## src/hw/pwm_pkg.sv

```systemverilog
// Shared widths, register map and the configuration struct of the PWM peripheral.
// All datapath widths follow pwm_w, so level, phase and period must stay equal in width.
// Register addresses fill the low part of the addr_w space and the rest stays unmapped.

package pwm_pkg;

    // Datapath width for level, phase and strobe period.
    localparam int pwm_w = 8;

    // Width of the host bus address.
    localparam int addr_w = 4;

    // Register map seen by the host.
    typedef enum logic [addr_w-1:0] {
        reg_level0 = 4'd0,  // Channel 0 duty level.
        reg_level1 = 4'd1,  // Channel 1 duty level.
        reg_period = 4'd2   // Strobe period in clocks, 0 means 256.
    } reg_addr_e;

    // Divider runs at full rate out of reset.
    localparam logic [pwm_w-1:0] period_reset = 8'd1;

    // Register contents handed to the rest of the pipeline.
    // Field order sets the packed layout, level0 sits in the top byte.
    typedef struct packed {
        logic [pwm_w-1:0] level0;  // Channel 0 duty level.
        logic [pwm_w-1:0] level1;  // Channel 1 duty level.
        logic [pwm_w-1:0] period;  // Clocks per strobe.
    } pwm_cfg_t;

endpackage
```

## src/hw/pwm_periph.sv

```systemverilog
// Two-channel PWM peripheral for the SoC byte bus.
// Registers: 0 level0, 1 level1, 2 strobe period; all other addresses read zero.
// Channel 0 drives the odd output pins and channel 1 the even ones.

`timescale 1ns/10ps

module pwm_periph import pwm_pkg::*; (
    input  logic              clk,
    input  logic              rst_n,
    input  logic [addr_w-1:0] address,     // Register select.
    input  logic              data_write,  // One-cycle write strobe.
    input  logic [pwm_w-1:0]  data_in,     // Write data.
    output logic [pwm_w-1:0]  data_out,    // Combinational read data.
    output logic [7:0]        uo_out       // Output pins.
);

    pwm_cfg_t cfg;        // Register contents.
    logic     strobe;     // Shared phase advance.
    logic     chan0_out;
    logic     chan1_out;

    pwm_regs regs_i (
        .clk        (clk),
        .rst_n      (rst_n),
        .address    (address),
        .data_write (data_write),
        .data_in    (data_in),
        .data_out   (data_out),
        .cfg        (cfg)
    );

    // One divider feeds both channels so their frames stay aligned.
    pwm_strobe_gen strobe_i (
        .clk    (clk),
        .rst_n  (rst_n),
        .period (cfg.period),
        .strobe (strobe)
    );

    pwm_channel chan0_i (
        .clk    (clk),
        .rst_n  (rst_n),
        .strobe (strobe),
        .level  (cfg.level0),
        .out    (chan0_out)
    );

    pwm_channel chan1_i (
        .clk    (clk),
        .rst_n  (rst_n),
        .strobe (strobe),
        .level  (cfg.level1),
        .out    (chan1_out)
    );

    // Bits 7,5,3,1 carry channel 0 and bits 6,4,2,0 carry channel 1.
    assign uo_out = {4{chan0_out, chan1_out}};

endmodule

```

## src/hw/pwm_channel.sv

```systemverilog
// Single PWM channel driven by the shared strobe.
// One frame is 256 strobes; out is high for the first level strobes of each frame.
// The level is sampled into a shadow copy at frame wrap, so edits never cut a frame short.
// out is registered and lags the phase by one clock.

`timescale 1ns/10ps

module pwm_channel import pwm_pkg::*; (
    input  logic             clk,
    input  logic             rst_n,
    input  logic             strobe,  // Phase advance pulse.
    input  logic [pwm_w-1:0] level,   // Live duty level from the registers.
    output logic             out      // PWM output.
);

    logic [pwm_w-1:0] phase;       // Position inside the frame.
    logic [pwm_w-1:0] shadow;      // Level used for the current frame.
    logic             phase_last;  // Last strobe slot of the frame.

    assign phase_last = (phase == '1);

    // Phase counter and shadow reload.
    always_ff @(posedge clk) begin
        if (!rst_n) begin
            phase  <= '0;
            shadow <= '0;
        end else if (strobe) begin
            phase <= phase + pwm_w'(1);  // Wraps 255 -> 0.
            if (phase_last) begin
                shadow <= level;         // New frame, new level.
            end
        end
    end

    // Registered compare keeps the pin free of decode glitches.
    always_ff @(posedge clk) begin
        if (!rst_n) begin
            out <= 1'b0;
        end else begin
            out <= (phase < shadow);
        end
    end

    // The shadow only moves at phase 255, where the compare is already false,
    // so a zero level must never leave a stray high cycle on the pin.
    a_zero_level_low: assert property (
        @(posedge clk) disable iff (!rst_n)
        (shadow == '0) |-> !out
    );

endmodule

```

## src/hw/pwm_strobe_gen.sv

```systemverilog
// Clock divider that issues a one-cycle strobe every period clocks.
// A period of 0 counts the full 256 clocks.
// A new period is taken in only when the current count wraps, so a running count finishes.

`timescale 1ns/10ps

module pwm_strobe_gen import pwm_pkg::*; (
    input  logic             clk,
    input  logic             rst_n,
    input  logic [pwm_w-1:0] period,  // Requested clocks per strobe.
    output logic             strobe   // One-cycle pulse.
);

    logic [pwm_w-1:0] cnt;       // Divider count, 0 to period-1.
    logic [pwm_w-1:0] period_q;  // Period in use for the running count.
    logic [pwm_w-1:0] last_cnt;  // Terminal count, wraps to 255 when period is 0.
    logic             match;

    assign last_cnt = period_q - pwm_w'(1);
    assign match    = (cnt == last_cnt);

    always_ff @(posedge clk) begin
        if (!rst_n) begin
            cnt      <= '0;
            period_q <= period_reset;
            strobe   <= 1'b0;
        end else if (match) begin
            cnt      <= '0;       // Wrap and pick up any new period.
            period_q <= period;
            strobe   <= 1'b1;
        end else begin
            cnt    <= cnt + pwm_w'(1);
            strobe <= 1'b0;
        end
    end

    // Back-to-back strobes only happen when the running period was 1.
    a_strobe_spacing: assert property (
        @(posedge clk) disable iff (!rst_n)
        strobe |=> (!strobe || ($past(period_q) == pwm_w'(1)))
    );

endmodule

```

## src/hw/pwm_regs.sv

```systemverilog
// Host register block for the two-channel PWM.
// Writes take effect on the edge where data_write is high, no other handshake exists.
// Read-back is combinational on address; unmapped addresses read zero and ignore writes.

`timescale 1ns/10ps

module pwm_regs import pwm_pkg::*; (
    input  logic              clk,
    input  logic              rst_n,
    input  logic [addr_w-1:0] address,     // Register select from the host.
    input  logic              data_write,  // One-cycle write strobe.
    input  logic [pwm_w-1:0]  data_in,     // Write data, valid with data_write.
    output logic [pwm_w-1:0]  data_out,    // Read data for the current address.
    output pwm_cfg_t          cfg          // Live register contents.
);

    reg_addr_e reg_sel;      // Address viewed through the register map.
    logic      addr_mapped;  // High when address hits a real register.

    assign reg_sel     = reg_addr_e'(address);
    assign addr_mapped = (address <= reg_period);

    // Write decode.
    always_ff @(posedge clk) begin
        if (!rst_n) begin
            cfg.level0 <= '0;            // Both channels start fully low.
            cfg.level1 <= '0;
            cfg.period <= period_reset;  // Strobe every clock.
        end else if (data_write) begin
            case (reg_sel)
                reg_level0: cfg.level0 <= data_in;
                reg_level1: cfg.level1 <= data_in;
                reg_period: cfg.period <= data_in;
                default: begin
                    // Unmapped address, nothing is stored.
                end
            endcase
        end
    end

    // Read-back mux.
    always_comb begin
        case (reg_sel)
            reg_level0: data_out = cfg.level0;
            reg_level1: data_out = cfg.level1;
            reg_period: data_out = cfg.period;
            default:    data_out = '0;  // Holes in the map read as zero.
        endcase
    end

    // Any address outside the register map must read back zero.
    a_unmapped_reads_zero: assert property (
        @(posedge clk) disable iff (!rst_n)
        !addr_mapped |-> (data_out == '0)
    );

endmodule

```

## config.mk

```make
export PLATFORM = sky130hd
export DESIGN_NAME = pwm_periph
export DESIGN_NICKNAME = d
export VERILOG_FILES = /design/src/hw/pwm_pkg.sv /design/src/hw/pwm_periph.sv /design/src/hw/pwm_channel.sv /design/src/hw/pwm_strobe_gen.sv /design/src/hw/pwm_regs.sv
export SDC_FILE = /design/constraint.sdc
export NUM_CORES = 1
export LEC_CHECK = 0
export BUFFER_PORTS_ARGS = -buffer_cell sky130_fd_sc_hd__buf_2
export CAP_MARGIN = 20
export CORE_ASPECT_RATIO = 1.1
export CORE_MARGIN = 2
export CORE_UTILIZATION = 40
export CTS_CLUSTER_DIAMETER = 30
export DETAILED_ROUTE_END_ITERATION = 10
export GPL_TIMING_DRIVEN = 0
export SLEW_MARGIN = 25
export SYNTH_ARGS = -nofsm -noshare
export SYNTH_HDL_FRONTEND = slang
export SYNTH_SLANG_ARGS = --single-unit
```

## constraint.sdc

```tcl
create_clock -name clk -period 7 [get_ports clk]
set_input_delay 0.35 -clock clk [delete_from_list [all_inputs] [get_ports clk]]
set_output_delay 0.35 -clock clk [all_outputs]
set_load 0.02 [all_outputs]
```

After elaboration in Yosys (flattened, before gate mapping)
Index checks and enable logic that the tools add are counted.
{ "word_totals": {"reg_bits": 75, "in_bits": 15, "output_inout_bits": 16, "word_cells": 33} }
{ "classes": {"n_addsub": 4, "n_lt_le_gt_ge": 2, "n_eq_ne": 5, "muxes": 2, "n_bitwise": 1, "n_reduce_logical": 7} }
{ "op_table": {"columns": ["cell", "count"], "rows": [
  ["8-bit by 1-bit adder with 8-bit output, second input constant", 3],
  ["8-bit one-hot mux with 3 select lines", 1],
  ["8-bit equality test, second input constant", 2],
  ["8-bit < comparator", 2],
  ["2-bit AND reduction", 5],
  ["8-bit equality test", 1],
  ["8-bit by 1-bit subtractor with 8-bit output, second input constant", 1],
  ["4-bit by 1-bit equality test with 1-bit output, second input constant", 1],
  ["4-bit by 2-bit equality test with 1-bit output, second input constant", 1],
  ["4-bit zero test", 1],
  ["2-bit OR reduction", 1],
  ["1-bit 2-to-1 mux", 1],
  ["1-bit NOT", 1]
]} }

Logic depth before layout (Yosys ltp)
{ "depth": {"word_depth": 3, "depth_mapped": 9, "depth_no_buf": 8} }

Hierarchy
A second synthesis with hierarchy kept.
{ "hier_totals": {"cells_unflattened": 416, "hier_area_um2": 3932.5} }
{ "by_module_without_submodules": {"columns": ["mod", "instances", "cells_per_inst", "area_per_inst_um2", "seq_area_each_um2"], "rows": [
  ["pwm_channel", 2, 96, 892.1, 340.3],
  ["pwm_regs", 1, 120, 1182.4, 480.5],
  ["pwm_strobe_gen", 1, 96, 905.9, 340.3],
  ["pwm_periph", 1, 8, 60.1, 0.0]
]} }

Worst setup path after synthesis
OpenSTA, ideal clock, no wires.
{ "synth_timing": {"kind": "register -> register", "startpoint": "register strobe_i.period_q[0]", "endpoint": "register strobe_i.period_q[6]", "setup_ns": 0.115, "arrival_ns": 2.136, "required_ns": 6.885, "slack_ns": 4.749, "stages_incl_launch_ff": 8, "n_path_buf": 1, "synth_period_minus_slack_ns": 2.251, "cell_sequence": "dfxtp_1 > or4_1 > or3_1 > a2111oi_2 > nand4_2 > buf_6 > nand3_2 > o21ai_2"} }
{ "synth_via": {"elab_chain_cells": 2} }
{ "synth_rtl": {"columns": ["element", "line", "text"], "rows": [
  ["from (decl)", "pwm_strobe_gen.sv:15", "logic [pwm_w-1:0] period_q;"],
  ["from (signal assigned)", "pwm_strobe_gen.sv:25", "period_q <= period_reset;"],
  ["from (signal assigned)", "pwm_strobe_gen.sv:29", "period_q <= period;"],
  ["8-bit by 1-bit subtractor with 8-bit output", "pwm_strobe_gen.sv:19", "assign last_cnt = period_q - pwm_w'(1);"],
  ["8-bit equality test", "pwm_strobe_gen.sv:20", "assign match = (cnt == last_cnt);"]
]} }
No other way between the ends.
A chain may end at the register's enable or synchronous reset.

Worst setup path after layout
{ "layout_timing": {"startpoint": "register strobe_i.period_q[0]", "endpoint": "register strobe_i.cnt[7]"} }
{ "layout_via": {"elab_chain_cells": 3} }
{ "layout_rtl": {"columns": ["element", "line", "text"], "rows": [
  ["8-bit by 1-bit subtractor with 8-bit output", "pwm_strobe_gen.sv:19", null],
  ["8-bit equality test", "pwm_strobe_gen.sv:20", null],
  ["2-bit OR reduction (no line)", null, null],
  ["to (signal assigned)", "pwm_strobe_gen.sv:32", "cnt <= cnt + pwm_w'(1);"],
  ["to (decl)", "pwm_strobe_gen.sv:14", "logic [pwm_w-1:0] cnt;"]
]} }
No other way between the ends.

==> reports/qor.csv <==
metric,value,unit
status,finished clean,
Critical Path Fanout Max,9,
clock tree sinks,75,
initial antenna violation count,0,
RSZ-0062 raised after global routing,false,
most area-hungry cell type in the Yosys netlist,dfxtp_1,
final WL,7880,microns
endpoints failing setup,0,
proportion of layout cells with a drive suffix above 1,14.8,%
"Arr. time, crit path",2700,ps
FP Rows,35,
Clock Skew,7.89,ps
# fillers,909,
WL per Instance,13.8,microns
Peak Freq,404,MHz
Multi-input gate area,1850,sq um
Worst setup endpoint,strobe_i.cnt[7],
Die Area,9600,sq um
cell depth of the worst flop-to-flop path,6,
Max clock buf depth,2,
Tmin final,2470,ps
CP bufs+invs,0,
CORE AREA,8500,sq um
area fraction of the dominant cell type after synthesis,42.5,%
Synth Cell Area,3530,sq um
P per Cell Area,220,nW/um^2
Layout area overhead,13.5,%
crit end category,flop,
syn_nets,448,
Post-Syn Instances,415,
final period utilization,35.3,%
DP HPWL,6030,microns
Final nets,487,
per-instance average area after synthesis,8.51,sq um
Post-Place Setup Slack,4530,ps
vias per std cell,5.06,
Tot Pwr,881,uW
max-cap check violation count,0,
Synth area leaders,"dfxtp_1, nand2_1, ha_1",
pin count of the biggest net entering global routing,13,
Root Buffer,clkbuf_8,
Starting Density,41.6,%
Pins Over Slew Limit,0,
Worst Tran Pin Value,891,ps
Worst setup startpoint,strobe_i.period_q[0],
First-pass DRT Iterations,4,
Slew HR,40.4,%
CTS Buf Count,9,
"Core Util, Final",47.2,%
final hold violations,0,
#FFs+latches synth,75,
required time worst endpoint,7230,ps
GRT Resource Usage Total,17.8,%
Stages on worst setup path,6,
Die H,103,microns
I/O pin total,31,
CP Class,flop to flop,
Leak,0.00146,uW
detailed-route via count,2883,
critical path's top delay family,simple AND/OR/NAND/NOR gates,
Hold Crit Start,data_in[5],
CTS tree,yes,
die width,93.6,microns
r2r setup slk,4530,ps
antenna-violating nets left,0,
placed cell count,554,
distinct cell type count of the synthesized netlist,36,
worst reg2reg startpoint,strobe_i.period_q[0],
clock latency on the worst-skew pair,340,ps
H-tree Lvls,3,
setup ws final,4530,ps
maximum vdd drop,0.121,mV
post_cts resized,0,
Final Non-Filler Cells,570,
DRC,0,
setup TNS,0,ps
startpoint class of the critical path,flop,
number of global-route vias before repair,2814,
R2R Path End,strobe_i.cnt[7],
first-pass GRT wire length,13500,microns
GPL Wtd Cong,0.780,
cts hold-fix bufs,0,
Post-CTS Setup Bufs,0,
CP peak stage delay,540,ps
Worst Hold Class,input port to flop,
grt ovf,0,
Synth warnings,0,
storage element area,1500,sq um
I/O Buffers,28,
1st-iter DRT viols,96,
antenna cells,0,
"Reg clk slew, reported paths",80,ps
CP Cell Sequence,or4_1 -> or3_1 -> a2111oi_2 -> nand4_2 -> nand2_1 -> nor2_1,
sequential area share after synthesis,42.5,%
Crit-path slowest cell,or4_1,
[worst min-delay path by stage]
stage | to | cells after the start | slack, ps
finish | regs_i.cfg[13] | 3 | 280
detailed placement | strobe_i.period_q[7] | 2 | 460
CTS | regs_i.cfg[13] | 3 | 270
floorplan | regs_i.cfg[16] | 2 | 450
global route | regs_i.cfg[13] | 3 | 290
global placement | strobe_i.period_q[7] | 2 | 460
[tightest hold or removal path, delay by kind of cell]
| family | cells | cell delay, ps |
|---|---|---|
| AO/OA/AOI/OAI | 1 | 50 |
| AND/OR/NAND/NOR | 1 | 60 |
| buffers and inverters | 1 | 120 |
[layer usage]
metal / track usage (%) / part of all wire [%] / vias up
li1: - / - / 1494
met1: 22.7 / 46 / 1329
met2: 30.2 / 48 / 45
met3: 2.92 / 3.6 / 15
met4: 7.25 / 2.3 / 0
met5: 0 / 0 / -
[per-stage QoR]
stage,cell area (sq um),hold slack [ps]
2_1_floorplan,3530,449
3_3_place_gp,3810,459
3_5_place_dp,3830,461
4_1_cts,4010,266
5_1_grt,4010,290
6_report,4010,281
[sequential cells by signal, indices dropped and copies added, names as in the netlist]
signal	cells
chan1_i.out	1
strobe_i.strobe	1
chan0_i.shadow	8
chan0_i.phase	8
regs_i.cfg	24
strobe_i.period_q	8
chan1_i.phase	8
chan1_i.shadow	8
strobe_i.cnt	8
chan0_i.out	1
[Yosys cell counts, drive strengths merged]
library cell and instances:
a21o 4, nor2 43, inv 17, nor3 2, dfxtp 75, and3 3
or2 1, o21a 1, nand2 63, and2 1, xnor2 14, nand4 6
or3 4, o21ai 15, a21oi 26, buf 14, xor2 13, nand2b 2
mux2i 19, nor4 4, ha 18, o311ai 2, a211oi 3, a2111oi 1
a22oi 8, nor4b 2, nand3 39, or4 3, o31ai 1, clkbuf 11
[report_power, final]
group / switching [uW] / leakage, uW / total [uW] / internal (uW)
clock network: 153 / 0.0000884 / 300 / 147
logic: 73.6 / 0.000765 / 124 / 50.9
registers: 15.6 / 0.000606 / 456 / 441
total: 243 / 0.00146 / 881 / 639
[kinds of logic (layout without fill, tap and decap cells)]
logic type,Yosys count,in the layout,share of synthesized area [%]
AO/OA/AOI/OAI,61,61,11.1
adder cells (fa/ha/maj),18,18,6.38
buffers and inverters,42,86,5.53
multiplexers,19,19,5.38
XOR/XNOR,27,27,6.70
AND/OR/NAND/NOR,173,173,22.4
flip-flops,75,75,42.5
[placed cells by master (no fill, tap or decap), types with 2 or more instances in the layout]
cell type / Yosys / final
o21ai_0: 8 / 8
clkbuf_8: 0 / 11
a22oi_1: 8 / 8
o311ai_0: 2 / 2
nor4b_2: 0 / 2
nor3_1: 2 / 2
xnor2_1: 14 / 14
xor2_1: 13 / 13
nand3_1: 37 / 37
a21oi_1: 26 / 26
clkbuf_1: 11 / 12
nand2_1: 63 / 63
nor2_1: 43 / 43
buf_1: 5 / 5
inv_1: 17 / 17
o21ai_2: 7 / 7
ha_1: 18 / 18
a21o_1: 4 / 4
buf_4: 8 / 8
nand2b_1: 2 / 2
nor4_1: 4 / 3
nand3_2: 2 / 2
a211oi_1: 3 / 3
and3_1: 2 / 2
or3_1: 4 / 4
dfxtp_1: 75 / 75
clkinvlp_4: 0 / 2
nand4_1: 5 / 5
mux2i_1: 19 / 19
clkinv_2: 0 / 2
or4_1: 3 / 3
buf_2: 0 / 28
[cell type report]
type,instances,share of cell area [%]
Clock inverter,4,0.624
Clock buffer,12,3.87
Tap cell,111,3.46
Inverter,17,1.59
Sequential cell,75,37.4
Timing Repair Buffer,28,3.49
Multi-Input combinational cell,298,46.2
Buffer,25,3.28
No activity file was read; power rests on OpenSTA's default activity.
